--- src/rvIsaPkg.sv ---
`default_nettype none

package rvIsaPkg;

   // data and instruction words
   typedef logic [31:0] wordT;
   typedef logic [31:0] instrT;

   // register index and memory port address
   typedef logic [4:0]  regAddrT;
   typedef logic [11:0] memAddrT;

   typedef logic [6:0]  opcodeT;

   // major opcodes the core executes
   localparam opcodeT OP     = 7'b0110011;
   localparam opcodeT OP_IMM = 7'b0010011;
   localparam opcodeT LUI    = 7'b0110111;
   localparam opcodeT AUIPC  = 7'b0010111;
   localparam opcodeT LOAD   = 7'b0000011;
   localparam opcodeT STORE  = 7'b0100011;

   // funct3 of word-sized loads and stores
   localparam logic [2:0] F3_WORD = 3'b010;

   // funct3 shared by srl/sra and srli/srai
   localparam logic [2:0] F3_SHIFT_RIGHT = 3'b101;

   // halt pair, addi x1,x0,12 followed by jalr x0,0(x1)
   localparam instrT HALT_FIRST  = 32'h00c00093;
   localparam instrT HALT_SECOND = 32'h00008067;

endpackage

`default_nettype wire

--- src/rvPipePkg.sv ---
`default_nettype none

package rvPipePkg;

   // ALU functions, passB serves LUI
   typedef enum logic [3:0] {
      aluAdd,
      aluSub,
      aluSll,
      aluSlt,
      aluSltu,
      aluXor,
      aluSrl,
      aluSra,
      aluOr,
      aluAnd,
      aluPassB
   } aluOpE;

   typedef enum logic {srcARs1, srcAPc} srcAE;
   typedef enum logic {srcBRs2, srcBImm} srcBE;
   typedef enum logic {wbAlu, wbMem} wbSrcE;

   // operand source in execute
   typedef enum logic [1:0] {fwdNone, fwdFromMem, fwdFromMemLoad, fwdFromWb} fwdSelE;

   // one instruction's control as held in a pipeline register
   typedef struct packed {
      aluOpE             aluOp;
      srcAE              srcA;
      srcBE              srcB;
      wbSrcE             wbSrc;
      logic              memRead;
      logic              memWrite;
      logic              rfWe;
      logic              halt;
      logic              valid;
      rvIsaPkg::regAddrT rd;
   } ctrlWordT;

endpackage

`default_nettype wire

--- src/stageCtrlIf.sv ---
`timescale 1ns/1ps
`default_nettype none

interface stageCtrlIf;
   import rvIsaPkg::*;
   import rvPipePkg::*;

   // what execute needs
   aluOpE   aluOp;
   srcAE    srcA;
   srcBE    srcB;

   // carried on to memory and writeback
   wbSrcE   wbSrc;
   logic    memRead;
   logic    memWrite;
   logic    rfWe;
   logic    halt;
   logic    valid;
   regAddrT rd;

   modport producer (
      output aluOp, srcA, srcB, wbSrc,
      output memRead, memWrite, rfWe,
      output halt, valid, rd
   );

   modport consumer (
      input aluOp, srcA, srcB, wbSrc,
      input memRead, memWrite, rfWe,
      input halt, valid, rd
   );

endinterface

`default_nettype wire

--- src/executeStage.sv ---
`timescale 1ns/1ps
`default_nettype none

module executeStage (
   stageCtrlIf.consumer           ctrl,
   input  wire rvIsaPkg::wordT    pc,
   input  wire rvIsaPkg::wordT    rd1,
   input  wire rvIsaPkg::wordT    rd2,
   input  wire rvIsaPkg::wordT    imm,
   input  wire rvIsaPkg::wordT    memAlu,
   input  wire rvIsaPkg::wordT    memLoadData,
   input  wire rvIsaPkg::wordT    wbData,
   input  wire rvPipePkg::fwdSelE fwdA,
   input  wire rvPipePkg::fwdSelE fwdB,
   output rvIsaPkg::wordT         aluResult,
   output rvIsaPkg::wordT         storeData
);
   import rvIsaPkg::*;
   import rvPipePkg::*;

   wordT       opA;
   wordT       opB;
   wordT       aluA;
   wordT       aluB;
   logic [4:0] shamt;

   function automatic wordT forwardMux(
      wordT   regVal,
      fwdSelE sel,
      wordT   fromMem,
      wordT   fromLoad,
      wordT   fromWb
   );
      wordT res;
      case (sel)
         fwdFromMem:     res = fromMem;
         fwdFromMemLoad: res = fromLoad;
         fwdFromWb:      res = fromWb;
         default:        res = regVal;
      endcase
      return res;
   endfunction

   // register operands with forwarding applied
   assign opA = forwardMux(rd1, fwdA, memAlu, memLoadData, wbData);
   assign opB = forwardMux(rd2, fwdB, memAlu, memLoadData, wbData);

   assign aluA = (ctrl.srcA == srcAPc) ? pc : opA;
   assign aluB = (ctrl.srcB == srcBImm) ? imm : opB;

   assign shamt = aluB[4:0];

   // store data must see the newest rs2 as well
   assign storeData = opB;

   always_comb begin
      case (ctrl.aluOp)
         aluAdd:   aluResult = aluA + aluB;
         aluSub:   aluResult = aluA - aluB;
         aluSll:   aluResult = aluA << shamt;
         aluSlt:   aluResult = {31'b0, $signed(aluA) < $signed(aluB)};
         aluSltu:  aluResult = {31'b0, aluA < aluB};
         aluXor:   aluResult = aluA ^ aluB;
         aluSrl:   aluResult = aluA >> shamt;
         aluSra:   aluResult = wordT'($signed(aluA) >>> shamt);
         aluOr:    aluResult = aluA | aluB;
         aluAnd:   aluResult = aluA & aluB;
         aluPassB: aluResult = aluB;
         default:  aluResult = aluA + aluB;
      endcase
   end

endmodule

`default_nettype wire

--- src/forwardUnit.sv ---
`timescale 1ns/1ps
`default_nettype none

module forwardUnit (
   input  wire rvIsaPkg::regAddrT rs1,
   input  wire rvIsaPkg::regAddrT rs2,
   input  wire rvIsaPkg::regAddrT memRd,
   input  wire rvIsaPkg::regAddrT wbRd,
   input  wire                    memRfWe,
   input  wire                    memIsLoad,
   input  wire                    wbRfWe,
   output rvPipePkg::fwdSelE      fwdA,
   output rvPipePkg::fwdSelE      fwdB
);
   import rvIsaPkg::*;
   import rvPipePkg::*;

   function automatic fwdSelE pickSource(regAddrT rs);
      fwdSelE sel;
      sel = fwdNone;
      // x0 reads zero whatever is in flight
      if (rs != '0) begin
         // memory stage is newer, so it wins
         if (memRfWe && (memRd == rs)) begin
            sel = memIsLoad ? fwdFromMemLoad : fwdFromMem;
         end else if (wbRfWe && (wbRd == rs)) begin
            sel = fwdFromWb;
         end
      end
      return sel;
   endfunction

   assign fwdA = pickSource(rs1);
   assign fwdB = pickSource(rs2);

   always_comb begin
      assert final (fwdA inside {fwdNone, fwdFromMem, fwdFromMemLoad, fwdFromWb} &&
                    fwdB inside {fwdNone, fwdFromMem, fwdFromMemLoad, fwdFromWb})
         else $error("illegal forwarding select");
   end

endmodule

`default_nettype wire

--- src/instrDecode.sv ---
`timescale 1ns/1ps
`default_nettype none

module instrDecode (
   input  wire                    CLK,
   input  wire                    RSTn,
   input  wire rvIsaPkg::instrT   instr,
   input  wire rvIsaPkg::wordT    pc,
   input  wire                    fetchValid,
   output rvIsaPkg::regAddrT      rs1,
   output rvIsaPkg::regAddrT      rs2,
   output rvIsaPkg::wordT         imm,
   stageCtrlIf.producer           ctrl
);
   import rvIsaPkg::*;
   import rvPipePkg::*;

   opcodeT     opcode;
   logic [2:0] funct3;
   instrT      prevInstr;
   logic       haltPair;

   // funct3 plus the alternate bit picks the ALU function
   function automatic aluOpE aluFromFunct3(logic [2:0] f3, logic alt);
      aluOpE op;
      case (f3)
         3'b000:  op = alt ? aluSub : aluAdd;
         3'b001:  op = aluSll;
         3'b010:  op = aluSlt;
         3'b011:  op = aluSltu;
         3'b100:  op = aluXor;
         3'b101:  op = alt ? aluSra : aluSrl;
         3'b110:  op = aluOr;
         default: op = aluAnd;
      endcase
      return op;
   endfunction

   assign opcode = instr[6:0];
   assign funct3 = instr[14:12];
   assign rs1    = instr[19:15];
   assign rs2    = instr[24:20];

   // last fetched word, for halt pair detection
   always_ff @(posedge CLK) begin
      if (RSTn) begin
         prevInstr <= '0;
      end else if (fetchValid) begin
         prevInstr <= instr;
      end
   end

   // nothing precedes the word at address zero
   assign haltPair = fetchValid && (pc != '0) &&
                     (prevInstr == HALT_FIRST) && (instr == HALT_SECOND);

   // immediate formats
   always_comb begin
      case (opcode)
         STORE:      imm = {{20{instr[31]}}, instr[31:25], instr[11:7]};
         LUI, AUIPC: imm = {instr[31:12], 12'b0};
         default:    imm = {{20{instr[31]}}, instr[31:20]};
      endcase
   end

   always_comb begin
      ctrl.aluOp    = aluAdd;
      ctrl.srcA     = srcARs1;
      ctrl.srcB     = srcBImm;
      ctrl.wbSrc    = wbAlu;
      ctrl.memRead  = 1'b0;
      ctrl.memWrite = 1'b0;
      ctrl.rfWe     = 1'b0;
      ctrl.halt     = 1'b0;
      ctrl.valid    = 1'b0;
      ctrl.rd       = instr[11:7];
      if (haltPair) begin
         // jalr x0 writes nothing, it only carries the halt
         ctrl.halt  = 1'b1;
         ctrl.valid = 1'b1;
      end else if (fetchValid) begin
         case (opcode)
            OP: begin
               ctrl.aluOp = aluFromFunct3(funct3, instr[30]);
               ctrl.srcB  = srcBRs2;
               ctrl.rfWe  = 1'b1;
               ctrl.valid = 1'b1;
            end
            OP_IMM: begin
               ctrl.aluOp = aluFromFunct3(funct3, (funct3 == F3_SHIFT_RIGHT) && instr[30]);
               ctrl.rfWe  = 1'b1;
               ctrl.valid = 1'b1;
            end
            LUI: begin
               ctrl.aluOp = aluPassB;
               ctrl.rfWe  = 1'b1;
               ctrl.valid = 1'b1;
            end
            AUIPC: begin
               ctrl.srcA  = srcAPc;
               ctrl.rfWe  = 1'b1;
               ctrl.valid = 1'b1;
            end
            LOAD: begin
               ctrl.memRead = (funct3 == F3_WORD);
               ctrl.wbSrc   = wbMem;
               ctrl.rfWe    = (funct3 == F3_WORD);
               ctrl.valid   = (funct3 == F3_WORD);
            end
            STORE: begin
               ctrl.memWrite = (funct3 == F3_WORD);
               ctrl.valid    = (funct3 == F3_WORD);
            end
            default: begin
               // unsupported opcode, leave a bubble
               ctrl.valid = 1'b0;
            end
         endcase
      end
   end

   // stores never write the register file
   assert property (@(posedge CLK) disable iff (RSTn) !(ctrl.rfWe && ctrl.memWrite));

endmodule

`default_nettype wire

--- src/riscvTop.sv ---
`timescale 1ns/1ps
`default_nettype none

module riscvTop (
   input  wire                    CLK,
   input  wire                    RSTn,

   output logic                   I_MEM_CSN,
   input  wire rvIsaPkg::instrT   I_MEM_DI,
   output rvIsaPkg::memAddrT      I_MEM_ADDR,

   output logic                   D_MEM_CSN,
   input  wire rvIsaPkg::wordT    D_MEM_DI,
   output rvIsaPkg::wordT         D_MEM_DOUT,
   output rvIsaPkg::memAddrT      D_MEM_ADDR,
   output logic                   D_MEM_WEN,
   output logic [3:0]             D_MEM_BE,

   output logic                   RF_WE,
   output rvIsaPkg::regAddrT      RF_RA1,
   output rvIsaPkg::regAddrT      RF_RA2,
   output rvIsaPkg::regAddrT      RF_WA1,
   input  wire rvIsaPkg::wordT    RF_RD1,
   input  wire rvIsaPkg::wordT    RF_RD2,
   output rvIsaPkg::wordT         RF_WD,

   output logic                   HALT,
   output rvIsaPkg::wordT         NUM_INST,
   output rvIsaPkg::wordT         OUTPUT_PORT
);
   import rvIsaPkg::*;
   import rvPipePkg::*;

   stageCtrlIf idCtrl ();
   stageCtrlIf exCtrl ();

   // fetch and decode
   wordT     pc;
   logic     fetchStop;
   logic     fetchValid;
   wordT     idImm;
   ctrlWordT idWord;

   // execute
   ctrlWordT exWord;
   wordT     exPc;
   wordT     exRd1;
   wordT     exRd2;
   wordT     exImm;
   regAddrT  exRs1;
   regAddrT  exRs2;
   fwdSelE   fwdA;
   fwdSelE   fwdB;
   wordT     aluResult;
   wordT     storeData;

   // memory and writeback
   ctrlWordT memWord;
   wordT     memAlu;
   wordT     memStore;
   ctrlWordT wbWord;
   wordT     wbAlu;
   wordT     wbLoad;

   assign fetchValid = !fetchStop;
   assign I_MEM_ADDR = pc[11:0];
   assign I_MEM_CSN  = fetchStop;

   always_ff @(posedge CLK) begin
      if (RSTn) begin
         pc        <= '0;
         fetchStop <= 1'b0;
      end else begin
         if (fetchValid) begin
            pc <= pc + 32'd4;
         end
         // halt pair decoded, nothing more gets fetched
         if (idCtrl.valid && idCtrl.halt) begin
            fetchStop <= 1'b1;
         end
      end
   end

   instrDecode decoder (
      .CLK        (CLK),
      .RSTn       (RSTn),
      .instr      (I_MEM_DI),
      .pc         (pc),
      .fetchValid (fetchValid),
      .rs1        (RF_RA1),
      .rs2        (RF_RA2),
      .imm        (idImm),
      .ctrl       (idCtrl)
   );

   assign idWord = '{aluOp: idCtrl.aluOp, srcA: idCtrl.srcA, srcB: idCtrl.srcB,
                     wbSrc: idCtrl.wbSrc, memRead: idCtrl.memRead,
                     memWrite: idCtrl.memWrite, rfWe: idCtrl.rfWe, halt: idCtrl.halt,
                     valid: idCtrl.valid, rd: idCtrl.rd};

   // control moves one stage per cycle
   always_ff @(posedge CLK) begin
      if (RSTn) begin
         exWord  <= '0;
         memWord <= '0;
         wbWord  <= '0;
      end else begin
         exWord  <= idWord;
         memWord <= exWord;
         wbWord  <= memWord;
      end
   end

   always_ff @(posedge CLK) begin
      exPc     <= pc;
      exRd1    <= RF_RD1;
      exRd2    <= RF_RD2;
      exImm    <= idImm;
      exRs1    <= RF_RA1;
      exRs2    <= RF_RA2;
      memAlu   <= aluResult;
      memStore <= storeData;
      wbAlu    <= memAlu;
      wbLoad   <= D_MEM_DI;
   end

   assign exCtrl.aluOp    = exWord.aluOp;
   assign exCtrl.srcA     = exWord.srcA;
   assign exCtrl.srcB     = exWord.srcB;
   assign exCtrl.wbSrc    = exWord.wbSrc;
   assign exCtrl.memRead  = exWord.memRead;
   assign exCtrl.memWrite = exWord.memWrite;
   assign exCtrl.rfWe     = exWord.rfWe;
   assign exCtrl.halt     = exWord.halt;
   assign exCtrl.valid    = exWord.valid;
   assign exCtrl.rd       = exWord.rd;

   forwardUnit forwarder (
      .rs1       (exRs1),
      .rs2       (exRs2),
      .memRd     (memWord.rd),
      .wbRd      (wbWord.rd),
      .memRfWe   (memWord.valid && memWord.rfWe),
      .memIsLoad (memWord.memRead),
      .wbRfWe    (RF_WE),
      .fwdA      (fwdA),
      .fwdB      (fwdB)
   );

   // a load's data comes straight off the D-mem read port
   executeStage execUnit (
      .ctrl        (exCtrl),
      .pc          (exPc),
      .rd1         (exRd1),
      .rd2         (exRd2),
      .imm         (exImm),
      .memAlu      (memAlu),
      .memLoadData (D_MEM_DI),
      .wbData      (RF_WD),
      .fwdA        (fwdA),
      .fwdB        (fwdB),
      .aluResult   (aluResult),
      .storeData   (storeData)
   );

   // word address for the data memory
   assign D_MEM_ADDR = memAlu[13:2];
   assign D_MEM_DOUT = memStore;
   assign D_MEM_BE   = 4'b1111;
   assign D_MEM_WEN  = !(memWord.valid && memWord.memWrite);
   assign D_MEM_CSN  = !(memWord.valid && (memWord.memRead || memWord.memWrite));

   assign RF_WE       = wbWord.valid && wbWord.rfWe;
   assign RF_WA1      = wbWord.rd;
   assign RF_WD       = (wbWord.wbSrc == wbMem) ? wbLoad : wbAlu;
   assign OUTPUT_PORT = RF_WE ? RF_WD : wbAlu;

   always_ff @(posedge CLK) begin
      if (RSTn) begin
         NUM_INST <= '0;
         HALT     <= 1'b0;
      end else begin
         if (wbWord.valid) begin
            NUM_INST <= NUM_INST + 32'd1;
         end
         // rises as the halt word enters writeback
         if (memWord.valid && memWord.halt) begin
            HALT <= 1'b1;
         end
      end
   end

   assert property (@(posedge CLK) disable iff (RSTn) HALT |=> HALT);

   // once halted, fetch stop has drained every later write
   assert property (@(posedge CLK) disable iff (RSTn) HALT |-> !RF_WE && D_MEM_WEN);

endmodule

`default_nettype wire

--- config.mk ---
export PLATFORM = sky130hd
export DESIGN_NAME = riscvTop
export DESIGN_NICKNAME = d
export VERILOG_FILES = /design/src/rvIsaPkg.sv /design/src/rvPipePkg.sv /design/src/stageCtrlIf.sv /design/src/executeStage.sv /design/src/forwardUnit.sv /design/src/instrDecode.sv /design/src/riscvTop.sv
export SDC_FILE = /design/constraint.sdc
export NUM_CORES = 1
export LEC_CHECK = 0
export ABC_CLOCK_PERIOD_IN_PS = 7400
export BUFFER_PORTS_ARGS = -buffer_cell sky130_fd_sc_hd__buf_2
export CORE_ASPECT_RATIO = 1.4
export CORE_MARGIN = 1
export CORE_UTILIZATION = 45
export CTS_CLUSTER_DIAMETER = 30
export CTS_CLUSTER_SIZE = 10
export DETAILED_ROUTE_END_ITERATION = 16
export REMOVE_ABC_BUFFERS = 1
export SETUP_SLACK_MARGIN = 0.2
export SYNTH_ARGS = -nofsm -noshare
export SYNTH_HDL_FRONTEND = slang
export SYNTH_SLANG_ARGS = --single-unit
export TNS_END_PERCENT = 30
--- constraint.sdc ---
create_clock -name CLK -period 7.4 [get_ports CLK]
set_input_delay 0 -clock CLK [delete_from_list [all_inputs] [get_ports CLK]]
set_output_delay 0 -clock CLK [all_outputs]
set_load 0.02 [all_outputs]
* Word level (Yosys, flattened, before mapping)
Cells that the tools add are included. W data, S select, Z words.
Storage, ports and cells: memory bits (writable) 0, input port bits 130, register bits 400, output and inout bits 176, ROM bits 0, memories kept 0, logic and storage cells 144, latch bits 0
Cells by class: bitwise logic cells 5, shift operators 3, equality and inequality tests 34, multiply operators 0, $lt $le $gt $ge 2, reductions and logical operators 28, div/mod/pow operators 0, add/subtract/negate cells 4, multiplexer cells 32
Operators with widths (number):
- $pmux W32 S10 | 1
- $pmux W32 S3 | 2
- $mux W32 | 4
- $lt A32 B32 Y1 | 2
- $pmux W31 S2 | 1
- $pmux W4 S7 | 2
- $add A32 B1 Y32 const B | 1
- $add A32 B3 Y32 const B | 1
- $add A32 B32 Y32 | 1
- $and A32 B32 Y32 | 1
- $eq A32 B16 Y1 const B | 1
- $eq A32 B24 Y1 const B | 1
- $or A32 B32 Y32 | 1
- $reduce_bool A32 Y1 | 1
- $shl A32 B5 Y32 | 1
- $shr A32 B5 Y32 | 1
- $sshr A32 B5 Y32 | 1
- $sub A32 B32 Y32 | 1
- $xor A32 B32 Y32 | 1
- $eq A7 B6 Y1 const B | 3
- $eq A5 B5 Y1 | 4
- $eq A4 B3 Y1 const B | 4
- $eq A7 B5 Y1 const B | 2
- $logic_and A1 B1 Y1 | 14
- other kinds (21) | 56

* Depth between registers and ports, before layout
depth in word-level cells 10, depth in mapped cells 25

* Modules after synthesis
Synthesis repeated with hierarchy kept, for this count alone.
Unflattened totals: cell total of the unflattened synthesis 2593, area total of the unflattened synthesis 23512.6 um2
Modules (own cells, without submodules):
- executeStage | cells each 1524, times used 1, area an instance 10939.2 um2, sequential area each 0.0 um2
- riscvTop | cells each 799, times used 1, area an instance 10271.1 um2, sequential area each 7287.0 um2
- instrDecode | cells each 229, times used 1, area an instance 1985.7 um2, sequential area each 640.6 um2
- forwardUnit | cells each 41, times used 1, area an instance 316.6 um2, sequential area each 0.0 um2

* Worst setup path before layout
OpenSTA, ideal clock, no wires.
kind register to register, start reg wbWord[10] in the netlist's numbering, end reg memAlu[22], library setup time 141 ps, arrival time 5535 ps, buffers on the path 6, clock period less this slack 5676 ps, cell stages (with the launch flop) 22, path slack 1724 ps, data required time 7259 ps, path through dfxtp_1 > clkbuf_1 > clkbuf_1 > mux2_2 > o2111ai_1 > a21oi_1 > o2bb2ai_1 > clkbuf_1 > clkbuf_1 > buf_1 > ha_1 > clkbuf_1 > o21ai_0 > a2111oi_0 > o41ai_1 > a211o_1 > a21oi_1 > nor3_1 > or2_2 > a221o_1 > a222oi_1 > o2111ai_1
Between the ends: word-level cells in the longest chain between the ends 5
Ends and longest elaborated chain:
- from (decl) | line riscvTop.sv:61 | ctrlWordT wbWord;
- from (signal assigned) | line riscvTop.sv:110 | wbWord <= memWord;
- $mux W32 * | line riscvTop.sv:175 | assign RF_WD = (wbWord.wbSrc == wbMem) ? wbLoad : wbAlu;
- net RF_WD[3] | line riscvTop.sv:25 | output rvIsaPkg::wordT RF_WD,
- $pmux W32 S3 | line executeStage.sv:35 | case (sel)
- $mux W32 (on tied branches) | line executeStage.sv:48, executeStage.sv:49
- $add A32 B32 Y32 (tied with other cells) | line executeStage.sv:58, executeStage.sv:69
- $pmux W32 S10 * | line executeStage.sv:57 | case (ctrl.aluOp)
- net aluResult[22] | line riscvTop.sv:54 | wordT aluResult;
- to (signal assigned) | line riscvTop.sv:121 | memAlu <= aluResult;
- to (decl) | line riscvTop.sv:59 | wordT memAlu;
The timed path passes the listed nets; every way through them passes the cells marked *. A chain may end at the register's enable or synchronous reset.

* Worst setup path in the final report
start reg exRs1[3], end reg memAlu[22]
Between the ends: word-level cells in the longest chain between the ends 10
Ends and longest elaborated chain:
- from (decl) | line riscvTop.sv:50 | regAddrT exRs1;
- from (signal assigned) | line riscvTop.sv:119 | exRs1 <= RF_RA1;
- $eq A5 B5 Y1 | line forwardUnit.sv:26 | end else if (wbRfWe && (wbRd == rs)) begin
- $logic_and A1 B1 Y1 | line forwardUnit.sv:26
- $mux W2 | line forwardUnit.sv:26
- $mux W2 | line forwardUnit.sv:24 | if (memRfWe && (memRd == rs)) begin
- $mux W2 * | line forwardUnit.sv:22 | if (rs != '0) begin
- $eq A2 B2 Y1 / $eq A2 B1 Y1 (equally long branches) | line executeStage.sv:35
- $pmux W32 S3 * | line executeStage.sv:35
- $mux W32 * | line executeStage.sv:48 | assign aluA = (ctrl.srcA == srcAPc) ? pc : opA;
- $add A32 B32 Y32 (tied with other cells) | line executeStage.sv:58, executeStage.sv:69
- $pmux W32 S10 * | line executeStage.sv:57
- net aluResult[22] | line riscvTop.sv:54
Marks and branches as above.

==> results by group <==
Run status
  • Status: complete, no violations

Placement
  • RD Place Congestion: 1.04
  • Post-detail-place hpwl: 83.1 mm
  • Port Buf Inserts: 299
  • Placed cells: 3634

Timing
  • Max Slew Vio Count: 0
  • Unrepaired setup endpoints after global routing: false
  • Final period util: 88.8%
  • Clk_skew: 0.0293 ns
  • Post-layout min period: 6.57 ns
  • Worst-Margin Slew: 1.36 ns
  • Final hold vios: 0
  • Fmax: 152 MHz
  • Hold_ws: 0.0205 ns
  • Rel. slew slack: 8.33%
  • # setup viols final: 0

Die
  • DIE AREA: 53400 sq um
  • Die height: 273 microns
  • FP Rows: 99
  • Core ar.: 52000 sq um
  • Initial core utilization: 45.4%
  • IO Pins: 306
  • Die width: 196 microns

Synthesis
  • Top cells by area, synth: dfxtp_1 (34%), mux2i_1 (9.5%), ha_1 (5.3%)
  • Synth Register Bits: 396
  • Post-Syn Instances: 2819
  • Post-synth ARST share: 0%
  • Top_reg_cell synth: dfxtp_1
  • Syn Area/Cell: 8.38 sq um
  • Warnings from Yosys: 0
  • Number of flops mapped to enable cells by yosys: 0
  • Cell accounting for the most synthesized area: dfxtp_1
  • Top-area cell type share of the netlist area: 33.5%
  • Register area share after synthesis: 33.5%
  • Mapped cell area: 23600 sq um
  • Synth cell types: 92

Power and ir drop
  • Sequential power share: 31.6%
  • Cell internal pwr: 5.16 mW
  • P_leak: 12.9 nW
  • Sw Ratio: 32.4%
  • Logic gate share of total power: 22.4%
  • Cell area power density: 259 nW/um^2
  • Worst IR drop on VDD: 194 uV
  • Clk pwr share: 46.1%
  • Sw Pwr: 2.48 mW

Clock tree
  • H-Tree Depth: 3
  • Root buffer cell: clkbuf_16
  • Clock Sinks: 396
  • Clock Pin Slew Worst Setup and Hold Paths: 0.06 ns
  • CTS tree: yes
  • Clock buffer depth: 3
  • Num CTS Buffers: 73
  • Clock latency on the worst-skew pair: 0.62 ns

Layout
  • Most frequent cells in the layout: dfxtp_1 (391), buf_2 (298), nand2_1 (265)
  • Syn-to-layout area delta: 24.7%
  • Final std cells w/o fill: 3898
  • Layout cells sized above 1: 19.8%
  • Layout Nets: 3420
  • Commonest non-fill, non-tap cell in the layout: dfxtp_1

Worst setup path
  • Worst Path Max Fanout: 36
  • Worst setup EP type: flop
  • Critical-path top delay cell: a2111oi_0
  • Gate family responsible for the most delay along the worst path: compound AO/OA/AOI/OAI gates
  • Crit path launch type: flop
  • CP cell instances: xor2_1 -> nor4_1 -> nor3b_2 -> buf_4 -> nor3_4 -> a221oi_2 -> ha_1 -> o21ba_2 -> o21ai_0 -> a2111oi_0 -> o41ai_1 -> buf_4 -> a211o_1 -> a21oi_1 -> nor3_1 -> or2_2 -> a221o_1 -> a222oi_1 -> o2111ai_1
  • Largest stage delay on the critical path: 1.00 ns
  • Critical Path Source: exRs1[3]
  • Critical path class: flop to flop
  • CP Buf/Inv Count: 2
  • R2r startpoint: exRs1[3]
  • Most frequent cell on the critical path: buf_4
  • Critical Path AT: 7.04 ns
  • Reg2reg setup slack: 0.83 ns
  • CP required: 7.87 ns

Detailed routing
  • M1 wire length: 40.8 mm
  • DR WL met3: 7.49 mm
  • Final wirelength: 110 mm
  • Pre-antenna DRT Iters: 7
  • Drt via density: 6.16
  • Detail Route Antenna Nets: 0
  • 1st-iter DRT viols: 2048
  • DRC viols: 0
  • Wire per inst: 28.2 microns
  • Uppermost layer routed: met4
  • Routed wl met2: 52.8 mm
  • DR vias: 24000

GRT
  • Initial antenna violation count: 2
  • Remaining Overflow, GRT: 0
  • All-Layer GR Usage: 40.1%
  • First-pass GRT wire length: 157 mm
  • Vias in the first global route: 23800
  • Largest net degree at the start of global routing: 78

Min path
  • HP Start: RF_RD1[15]
  • Worst min path class: input pin to flop

Run
  • Max Cap Violations: 0
-- repair_timing --
item                                    CTS  global route
endpoints found under the hold margin   205             0
endpoints found under the setup margin    0             0
hold buffers                            134             0
setup buffers                             0             0
gates resized for setup                   0             0
-- per-stage QoR --
stage / setup slack [ns] / TNS, ns / utilization (%) / instance area (sq um) / power, mW
floorplan: -5.28 / -131.43 / - / 22500 / 3.36
global placement: 1.03 / 0 / 49.0 / 25500 / 4.04
detailed placement: 0.996 / 0 / 49.0 / 25500 / 4.03
CTS: 0.919 / 0 / 56.6 / 29500 / 7.60
global route: 0.526 / 0 / 56.6 / 29500 / 7.85
finish: 0.829 / 0 / 56.6 / 29500 / 7.64
-- power by group through the flow --
stage / clock network, mW / registers, mW / logic (mW)
floorplan: 0 / 2.42 / 0.941
global placement: 0 / 2.44 / 1.59
detailed placement: 0 / 2.44 / 1.59
CTS: 3.54 / 2.40 / 1.66
global route: 3.65 / 2.42 / 1.79
finish: 3.52 / 2.41 / 1.71
-- worst reg2reg max path: cells and delay by family, from the launching register on --
family,cells,cell delay (ns)
buffers and inverters,2,0.70
AOI/OAI and AO/OA,10,3.54
adders and majority gates,1,0.47
DFF,1,0.34
xor gates and xnor gates,1,0.15
and+or+nand+nor,5,1.22
-- sequential cells by signal, indices dropped and copies added (netlist names), 4 cells and up --
| register | count |
|---|---|
| D_MEM_DOUT | 32 |
| exPc | 30 |
| wbAlu | 32 |
| RF_WA1 | 5 |
| memAlu | 32 |
| pc | 30 |
| exRs2 | 5 |
| NUM_INST | 32 |
| exRd1 | 32 |
| exCtrl.aluOp | 4 |
| exRs1 | 5 |
| decoder.prevInstr | 32 |
| exRd2 | 32 |
| memWord | 11 |
| exCtrl.rd | 5 |
| wbLoad | 32 |
| exImm | 32 |
-- cell usage after synthesis (all sizes together) (6+ instances only) --
master,number
and3,25
ha,100
and2,16
o2111ai,13
dfxtp,396
clkbuf,106
a21oi,192
a31oi,19
nor4,23
o311ai,6
a221o,11
xnor2,30
o211ai,25
or3,18
a32oi,6
a2111oi,6
or4,8
nor3,60
inv,167
nand4,22
and4,9
nand2b,24
a21o,37
o21ai,138
or2,6
nor2b,67
mux2i,229
nand3,50
nand2,269
mux2,72
o221ai,23
o22ai,48
a221oi,56
nor2,241
xor2,54
buf,110
a22oi,16
o2bb2ai,7
a211oi,29
o21bai,12
-- kinds of logic after synthesis --
group / after synthesis / share of synthesized area [%]
AND/OR/NAND/NOR: 854 / 17.1
AO/OA/AOI/OAI: 694 / 20.0
flip-flops: 396 / 33.5
buffers and inverters: 386 / 7.37
multiplexers: 301 / 13.3
adder cells (fa/ha/maj): 102 / 5.46
XOR/XNOR: 84 / 3.11
other: 2 / 0.0318
-- worst paths after layout --
| check | end | cells after the start |
|---|---|---|
| worst max-delay path | memAlu[22] | 19 |
| worst min-delay path | exRd1[15] | 2 |
| worst max register to register | memAlu[22] | 19 |
| worst min register to register | wbAlu[14] | 0 |
-- cell type report --
class                      instances  area (sq um)
timing repair buffer             506          3390
clock buffer                      89          2040
multi-input combinational       2041         14100
clock inverter                    39           566
sequential                       396          7930
tap                              656           821
fill                            4704         22600
inverter                         170           638
antenna                            1          2.50
-- routing by layer --
layer | track usage (%) | up-vias
met5 | 0 | -
met4 | 29.3 | 0
met1 | 45.0 | 11600
met3 | 6.50 | 374
li1 | - | 10700
met2 | 69.0 | 1238
Power figures use the tool's default switching activity.
